**src/rtl/fp_format_pkg.sv**
```systemverilog
// single-precision format package
// field layout, canonical quiet NaN and the NaN classifiers
// used by the execute unit and the testbench reference model
package fp_format_pkg;

  localparam int SIGN_BIT = 31;
  localparam int EXP_W    = 8;
  localparam int MAN_W    = 23;

  typedef logic [31:0] fp_word_t; // raw IEEE 754 binary32 pattern

  // quiet NaN, positive, only the top mantissa bit set
  localparam fp_word_t qnan_canonical = 32'h7fc0_0000;

  // exponent all ones and a nonzero mantissa
  function automatic logic is_nan(input fp_word_t w);
    logic [EXP_W-1:0] exp_f;
    logic [MAN_W-1:0] man_f;
    exp_f = w[SIGN_BIT-1 -: EXP_W];
    man_f = w[MAN_W-1:0];
    return (&exp_f) && (|man_f);
  endfunction

  // signalling when the quiet bit (mantissa msb) is clear
  function automatic logic is_snan(input fp_word_t w);
    logic quiet_bit;
    quiet_bit = w[MAN_W-1];
    return is_nan(w) && !quiet_bit;
  endfunction

  // sign bit, kept as a helper so callers never hardcode 31
  function automatic logic sign_of(input fp_word_t w);
    return w[SIGN_BIT];
  endfunction

endpackage

```
**src/rtl/fpu_ctrl_pkg.sv**
```systemverilog
// FPU control package
// operation encoding for the non-rounding ops, exception flag
// positions as in fcsr and the rounding mode type
package fpu_ctrl_pkg;

  localparam int OP_W  = 3;
  localparam int FRM_W = 3;
  localparam int FLAGS_W = 5;

  typedef enum logic [OP_W-1:0] {
    op_sgnj   = 3'd0, // fsgnj.s
    op_sgnjn  = 3'd1, // fsgnjn.s
    op_sgnjx  = 3'd2, // fsgnjx.s
    op_min    = 3'd3, // fmin.s
    op_max    = 3'd4, // fmax.s
    op_mv_w_x = 3'd5  // fmv.w.x, int bits into a float reg
  } fpu_op_t;

  // fflags order matches fcsr[4:0]
  localparam int FLAG_NV = 4; // invalid
  localparam int FLAG_DZ = 3; // divide by zero
  localparam int FLAG_OF = 2; // overflow
  localparam int FLAG_UF = 1; // underflow
  localparam int FLAG_NX = 0; // inexact

  typedef logic [FLAGS_W-1:0] fflags_t;
  typedef logic [FRM_W-1:0]   frm_t;

  localparam fflags_t FLAGS_NONE = '0;

endpackage

```
**src/rtl/fp_operand_stage.sv**
```systemverilog
// operand read stage
// picks each source from execute forward, writeback or the
// register file, then registers the instruction into execute
`timescale 1ns/1ps

module fp_operand_stage
  import fp_format_pkg::*;
  import fpu_ctrl_pkg::*;
#(
  parameter int NUM_REGS = 32,
  localparam int IDX_W = $clog2(NUM_REGS)
) (
  input  logic             frf_rf,
  input  logic             rst,
  input  logic             instr_valid,
  input  fpu_op_t          op,
  input  logic [IDX_W-1:0] rd,
  input  logic [IDX_W-1:0] rs1,
  input  logic [IDX_W-1:0] rs2,
  input  fp_word_t         int_data,
  input  fp_word_t         rs1_data,
  input  fp_word_t         rs2_data,
  input  logic             fwd_valid,
  input  logic [IDX_W-1:0] fwd_rd,
  input  fp_word_t         fwd_data,
  input  logic             wb_valid,
  input  logic [IDX_W-1:0] wb_rd,
  input  fp_word_t         wb_data,
  output logic             ex_valid,
  output fpu_op_t          ex_op,
  output logic [IDX_W-1:0] ex_rd,
  output fp_word_t         ex_a,
  output fp_word_t         ex_b
);

  fp_word_t src1, src2;

  // youngest producer wins: execute, then writeback, then the array
  function automatic fp_word_t pick_src(input logic [IDX_W-1:0] idx,
                                        input fp_word_t rf_val);
    fp_word_t val;
    val = rf_val;
    if (wb_valid && wb_rd == idx) val = wb_data;
    if (fwd_valid && fwd_rd == idx) val = fwd_data;
    return val;
  endfunction

  assign src1 = pick_src(rs1, rs1_data);
  assign src2 = pick_src(rs2, rs2_data);

  always_ff @(posedge frf_rf) begin
    if (rst) begin
      ex_valid <= 1'b0;
    end else begin
      ex_valid <= instr_valid; // no stall, every slot moves
    end
  end

  // payload, no reset needed
  always_ff @(posedge frf_rf) begin
    ex_op <= op;
    ex_rd <= rd;
    ex_a  <= (op == op_mv_w_x) ? int_data : src1; // fmv.w.x takes x-reg bits
    ex_b  <= src2;
  end

endmodule

```
**src/rtl/fp_pipe_top.sv**
```systemverilog
// RV32F sign / min-max pipeline top level
// operand read, execute and writeback around the float register file
// one instruction per cycle, no stall, results 2 cycles after issue
`timescale 1ns/1ps

module fp_pipe_top
  import fp_format_pkg::*;
  import fpu_ctrl_pkg::*;
#(
  parameter int NUM_REGS = 32,
  localparam int IDX_W = $clog2(NUM_REGS)
) (
  input  logic             frf_rf,
  input  logic             rst,
  input  logic             instr_valid,
  input  fpu_op_t          op,
  input  logic [IDX_W-1:0] rd,
  input  logic [IDX_W-1:0] rs1,
  input  logic [IDX_W-1:0] rs2,
  input  fp_word_t         int_data,
  input  frm_t             frm_in,
  output logic             wb_valid,
  output logic [IDX_W-1:0] wb_rd,
  output fp_word_t         wb_data,
  output fflags_t          fflags,
  output frm_t             frm
);

  // read port results
  fp_word_t rs1_data, rs2_data;

  // operand stage to execute
  logic             ex_valid;
  fpu_op_t          ex_op;
  logic [IDX_W-1:0] ex_rd;
  fp_word_t         ex_a, ex_b;

  // execute forward path
  logic             fwd_valid;
  logic [IDX_W-1:0] fwd_rd;
  fp_word_t         fwd_data;

  fflags_t wb_flags; // only the register file sees these directly

  fp_operand_stage #(.NUM_REGS(NUM_REGS)) opnd_i (
    .frf_rf, .rst, .instr_valid, .op, .rd, .rs1, .rs2, .int_data,
    .rs1_data, .rs2_data,
    .fwd_valid, .fwd_rd, .fwd_data,
    .wb_valid, .wb_rd, .wb_data,
    .ex_valid, .ex_op, .ex_rd, .ex_a, .ex_b
  );

  fp_sign_minmax_unit #(.NUM_REGS(NUM_REGS)) exec_i (
    .frf_rf, .rst, .ex_valid, .ex_op, .ex_rd, .ex_a, .ex_b,
    .fwd_valid, .fwd_rd, .fwd_data,
    .wb_valid, .wb_rd, .wb_data, .wb_flags
  );

  rv32f_reg_file #(.NUM_REGS(NUM_REGS)) rf_i (
    .frf_rf, .rst, .wb_valid, .wb_rd, .wb_data, .wb_flags, .frm_in,
    .rs1, .rs2, .rs1_data, .rs2_data, .frm, .fflags
  );

endmodule

```
**src/rtl/fp_sign_minmax_unit.sv**
```systemverilog
// execute stage for the ops that need no rounding
// sign injection, fmin/fmax with RISC-V NaN rules and fmv.w.x
// result is forwarded combinationally and registered for writeback
`timescale 1ns/1ps

module fp_sign_minmax_unit
  import fp_format_pkg::*;
  import fpu_ctrl_pkg::*;
#(
  parameter int NUM_REGS = 32,
  localparam int IDX_W = $clog2(NUM_REGS)
) (
  input  logic             frf_rf,
  input  logic             rst,
  input  logic             ex_valid,
  input  fpu_op_t          ex_op,
  input  logic [IDX_W-1:0] ex_rd,
  input  fp_word_t         ex_a,
  input  fp_word_t         ex_b,
  output logic             fwd_valid,
  output logic [IDX_W-1:0] fwd_rd,
  output fp_word_t         fwd_data,
  output logic             wb_valid,
  output logic [IDX_W-1:0] wb_rd,
  output fp_word_t         wb_data,
  output fflags_t          wb_flags
);

  logic     sign_a, sign_b;
  logic     nan_a, nan_b;
  logic     a_lt_b;      // a below b as signed magnitudes
  fp_word_t mag_a;       // a with sign cleared
  fp_word_t min_val, max_val;
  fp_word_t result;
  fflags_t  flags;

  assign sign_a = sign_of(ex_a);
  assign sign_b = sign_of(ex_b);
  assign nan_a  = is_nan(ex_a);
  assign nan_b  = is_nan(ex_b);
  assign mag_a  = {1'b0, ex_a[30:0]};

  // ordering, -0 sits below +0 through the sign compare
  always_comb begin
    if (sign_a != sign_b) begin
      a_lt_b = sign_a; // negative side is smaller
    end else if (!sign_a) begin
      a_lt_b = ex_a[30:0] < ex_b[30:0];
    end else begin
      a_lt_b = ex_a[30:0] > ex_b[30:0]; // both negative, bigger mag is smaller
    end
  end

  // one NaN returns the other operand, two give canonical
  always_comb begin
    if (nan_a && nan_b) begin
      min_val = qnan_canonical;
      max_val = qnan_canonical;
    end else if (nan_a) begin
      min_val = ex_b;
      max_val = ex_b;
    end else if (nan_b) begin
      min_val = ex_a;
      max_val = ex_a;
    end else begin
      min_val = a_lt_b ? ex_a : ex_b;
      max_val = a_lt_b ? ex_b : ex_a;
    end
  end

  always_comb begin
    flags = FLAGS_NONE;
    unique case (ex_op)
      op_sgnj:   result = mag_a | {sign_b, 31'b0};
      op_sgnjn:  result = mag_a | {~sign_b, 31'b0};
      op_sgnjx:  result = mag_a | {sign_a ^ sign_b, 31'b0};
      op_min:    result = min_val;
      op_max:    result = max_val;
      op_mv_w_x: result = ex_a; // raw bits, no canonicalising
      default:   result = ex_a;
    endcase
    if ((ex_op == op_min || ex_op == op_max) && (is_snan(ex_a) || is_snan(ex_b))) begin
      flags[FLAG_NV] = 1'b1; // only an sNaN raises invalid
    end
  end

  // forward to the operand stage in the same cycle
  assign fwd_valid = ex_valid;
  assign fwd_rd    = ex_rd;
  assign fwd_data  = result;

  always_ff @(posedge frf_rf) begin
    if (rst) begin
      wb_valid <= 1'b0;
    end else begin
      wb_valid <= ex_valid;
    end
  end

  always_ff @(posedge frf_rf) begin
    wb_rd    <= ex_rd;
    wb_data  <= result;
    wb_flags <= flags;
  end

endmodule

```
**src/rtl/rv32f_reg_file.sv**
```systemverilog
// rv32f float register file
// NUM_REGS x 32-bit registers plus the frm / fflags part of fcsr
// two combinational read ports, one write port from writeback
`timescale 1ns/1ps

module rv32f_reg_file
  import fp_format_pkg::*;
  import fpu_ctrl_pkg::*;
#(
  parameter int NUM_REGS = 32,
  localparam int IDX_W = $clog2(NUM_REGS)
) (
  input  logic             frf_rf,
  input  logic             rst,
  input  logic             wb_valid,
  input  logic [IDX_W-1:0] wb_rd,
  input  fp_word_t         wb_data,
  input  fflags_t          wb_flags,
  input  frm_t             frm_in,
  input  logic [IDX_W-1:0] rs1,
  input  logic [IDX_W-1:0] rs2,
  output fp_word_t         rs1_data,
  output fp_word_t         rs2_data,
  output frm_t             frm,
  output fflags_t          fflags
);

  fp_word_t regs [NUM_REGS];
  frm_t     frm_q;   // fcsr[7:5]
  fflags_t  flags_q; // fcsr[4:0]

  always_ff @(posedge frf_rf) begin
    if (rst) begin
      for (int i = 0; i < NUM_REGS; i++) begin
        regs[i] <= '0;
      end
      frm_q   <= '0;
      flags_q <= '0;
    end else begin
      frm_q <= frm_in; // tracks its input every cycle
      if (wb_valid) begin
        regs[wb_rd] <= wb_data;
        flags_q     <= wb_flags; // replaced, not accumulated
      end
    end
  end

  // reads see the old value on a same-cycle write;
  // the operand stage forwards from writeback to cover that
  assign rs1_data = regs[rs1];
  assign rs2_data = regs[rs2];

  assign frm    = frm_q;
  assign fflags = flags_q;

endmodule

```
**config.mk**
```make
export PLATFORM = sky130hd
export DESIGN_NAME = fp_pipe_top
export DESIGN_NICKNAME = d
export VERILOG_FILES = /design/src/rtl/fp_format_pkg.sv /design/src/rtl/fpu_ctrl_pkg.sv /design/src/rtl/fp_operand_stage.sv /design/src/rtl/fp_pipe_top.sv /design/src/rtl/fp_sign_minmax_unit.sv /design/src/rtl/rv32f_reg_file.sv
export SDC_FILE = /design/constraint.sdc
export NUM_CORES = 2
export LEC_CHECK = 0
export ABC_AREA = 0
export BUFFER_PORTS_ARGS = -buffer_cell sky130_fd_sc_hd__buf_2
export CAP_MARGIN = 20
export CORE_MARGIN = 3
export CORE_UTILIZATION = 50
export CTS_BUF_LIST = sky130_fd_sc_hd__clkbuf_8 sky130_fd_sc_hd__clkbuf_16
export DETAILED_ROUTE_END_ITERATION = 10
export PLACE_DENSITY = 0.75
export SYNTH_ARGS = -nofsm -noshare
export SYNTH_HDL_FRONTEND = slang
export SYNTH_SLANG_ARGS = --single-unit
export TNS_END_PERCENT = 1
```
**constraint.sdc**
```tcl
create_clock -name frf_rf -period 2.6 [get_ports frf_rf]
set_input_delay 0.26 -clock frf_rf [delete_from_list [all_inputs] [get_ports frf_rf]]
set_output_delay 0.26 -clock frf_rf [all_outputs]
set_load 0.01 [all_outputs]
```
==> impl_metrics.yaml <==
pwr:
  netSwitchingPower_w: 0.01210
  swShare: 0.2561
  clkPwrFrac: 0.392
  power_w: 0.04726
  pwr-share-seq: 0.461
  intPower_w: 0.03515
  ir_drop_v: 0.0005320
  powerDensity_mw_per_mm2: 668.1
  power.static_leakage_nw: 25.99
  comb_power_share: 0.148
global_routing:
  grt_pass1_vias: 39211
  grt_max_degree: 65
  grt.total_usage: 0.3173
  grt_overflow: 0
  antenna_found_initial: 13
  grt_pass1_wl_um: 282100
cts:
  cts_buffer_depth: 3
  cts_root_buf: "clkbuf_16"
  cts_tree: "built"
  htree_num_levels: 3
  insertion_delay_ps: 730
  cts.sinks: 1140
  cts_buffers: 118
  cts.clk_slew.worst_paths_ps: 70
setup_path:
  path_depth: 12
  slowest_delay_ps: 330
  worstPathCellList: "inv_1, ha_4, nand4_1, nor4_4, nand4_1, and2_4, a31o_1, and2_4, o211ai_4, buf_12, mux2i_4, o21ai_1"
  crit_required_ps: 3140
  cpMaxStageDelayCell: "dfxtp_2"
  worst_ep_arrival_time_ps: 3390
  endpoint_kind: "flop"
  reg2regPathDepth: 12
  path_class: "reg -> reg"
  crit_buf_inv: 2
  crit_fanout: 8
  cp_top_family: "simple AND/OR/NAND/NOR gates"
  worstSetupStartpointType: "flop"
floorplanning:
  fp.coreArea_mm2: 0.1186
  pin_count: 102
  dieArea_mm2: 0.1242
  rows: 126
  die_x_um: 352.4
  initial_utilization: 0.5059
  die_y_um: 352.4
sta:
  worst_pin_slew_ps: 1070
  setup_tns_ps: -13960
  period_minus_slack_ps: 2851
  rsz0062_at_grt: "true"
  fin_skew_ps: 25.33
  slew_violations: 0
  timing.fmax_mhz: 350.7
  setup_viol: 93
  layout_setup_ws_ps: -251.5
  max_slew_margin: 0.2840
  fin_crit_sh: 1.097
  hold_viol: 0
logic_synthesis:
  async_flop_share: 0
  syn_area_mm2: 0.05998
  ys_seq_area_frac: 0.5514
  synth-edff-count: 1024
  yosysUniqueCellTypes: 55
  synth.avg_cell_area_um2: 15.57
  synth-warning-count: 0
  synth_cells: 3853
  synth-seq-cells: 1140
  synth_flop_cell: "edfxtp_1"
detailed_routing:
  first_pass_iters: 8
  route.met3.wl_um: 29100
  num_vias: 38944
  drt-met1-wl_um: 68620
  drc: 0
  viasPerCell: 6.674
  avgRoutedWirePerCell_um: 33.84
  drt_iter0_drc: 5885
  wl_met2_um: 88680
  top_layer: "met5"
  routed_wl_um: 197400
  ant_nets: 0
outcome:
  status: "finished, violations left"
  failed_checks: "setup timing"
cells_and_area:
  nFillCells: 8625
  seq_area_mm2: 0.03308
  finish.net_count: 4212
  multi_input_area_mm2: 0.02567
  area_growth_pct: 17.93
  layout_commonest_cell: "and2_1"
  drive_gt1_frac: 0.3471
  layout_common_cells: "1025 x and2_1, 1024 x edfxtp_1, 640 x mux4_2, 284 x buf_4, 123 x clkbuf_16"
placed_design:
  numPortBuffers: 97
  hpwl_um: 120600
  globalplace.congestion: 0.9545
flow_run:
  cap_violations: 0
hold_path:
  whs_path_depth: 4
  hold_class: "in -> reg"
-- synthesized netlist by cell type, types with 23 or more instances --
cell      number  area (um2)
and2_1      1026        6419
edfxtp_1    1024       30750
mux4_2       640       14410
clkbuf_1     291        1092
dfxtp_1      116        2322
mux2i_1      105        1051
nor2_1        86       322.8
inv_1         69       259.0
buf_2         51       255.2
o21ai_1       50       250.2
nand2_1       48       180.2
a21oi_1       44       220.2
a22oi_1       33       247.7
ha_1          33       412.9
or2_2         32       200.2
buf_4         24       180.2
o21ai_0       23       115.1
-- path summary, 6_finish.rpt --
kind	start	endpoint	slack [ps]
max	opnd_i.ex_b[18]	opnd_i.ex_a[27]	-250
min	int_data[14]	opnd_i.ex_a[14]	80
max reg2reg	opnd_i.ex_b[18]	opnd_i.ex_a[27]	-250
min reg2reg	opnd_i.ex_rd[1]	exec_i.wb_rd[1]	390
-- through the flow --
stage               utilization  setup WS (ps)  hold WS, ps  instances  area (um2)
global route             0.5964         -358.6        77.70       5824       70710
floorplan                     -          46.86        287.7       3856       59990
CTS                      0.5953         -144.5        22.62       5822       70580
detailed placement       0.5533         -267.8        363.6       5558       65590
finish                   0.5967         -251.5        84.21       5835       70740
global placement         0.5533         -177.4        364.6       5558       65590
-- power groups by stage --
stage | Combinational [W] | Clock [W] | Sequential [W]
3_5_place_dp | 0.00652 | 0 | 0.0221
2_1_floorplan | 0.00381 | 0 | 0.0217
6_report | 0.00697 | 0.0185 | 0.0218
3_3_place_gp | 0.00644 | 0 | 0.0220
5_1_grt | 0.00731 | 0.0193 | 0.0219
4_1_cts | 0.00681 | 0.0186 | 0.0217
-- tightest hold or removal path: stages --
cell	delay [ps]
buf_2	160
a22oi_1	110
buf_4	150
o21ai_1	60
-- per-layer routing --
layer | track usage | vias to the layer above
met5 | 0 | -
met4 | 0.1536 | 2
met3 | 0.1026 | 646
met2 | 0.4769 | 3150
met1 | 0.4203 | 19809
li1 | - | 15337
-- cells by family after synthesis --
logic type	synth area share
simple gates	0.1260
flops	0.5514
mux	0.2580
buf+inv	0.03238
compound gates	0.02234
fa+ha+maj	0.006884
xor+xnor	0.002920
other cells	0.00006252
-- sequential cells by signal, indices dropped and copies added, names as in the netlist --
name,cells
exec_i.wb_data,32
exec_i.wb_flags,1
exec_i.wb_rd,5
exec_i.wb_valid,1
opnd_i.ex_a,32
opnd_i.ex_b,32
opnd_i.ex_op,3
opnd_i.ex_rd,5
opnd_i.ex_valid,1
rf_i.fflags,1
rf_i.frm,3
rf_i.regs,1024
-- final cells by class --
| cell class | instances | share of cell area |
|---|---|---|
| sequential | 1140 | 0.4677 |
| multi-input combinational | 2255 | 0.3629 |
| clock buffer | 128 | 0.04449 |
| antenna | 11 | 0.0003891 |
| clock inverter | 93 | 0.01530 |
| timing repair buffer | 539 | 0.07723 |
| tap | 1600 | 0.02830 |
| inverter | 69 | 0.003662 |
-- timing repair --
| item | CTS | global route |
|---|---|---|
| endpoints found under the hold margin | 40 | 0 |
| gates cloned | 1 | 0 |
| pin swaps | 9 | 17 |
| setup buffers | 2 | 2 |
| gates resized for setup | 46 | 17 |
| endpoints found under the setup margin | 93 | 94 |
| hold buffers | 40 | 0 |
Power figures use the tool's default switching activity.
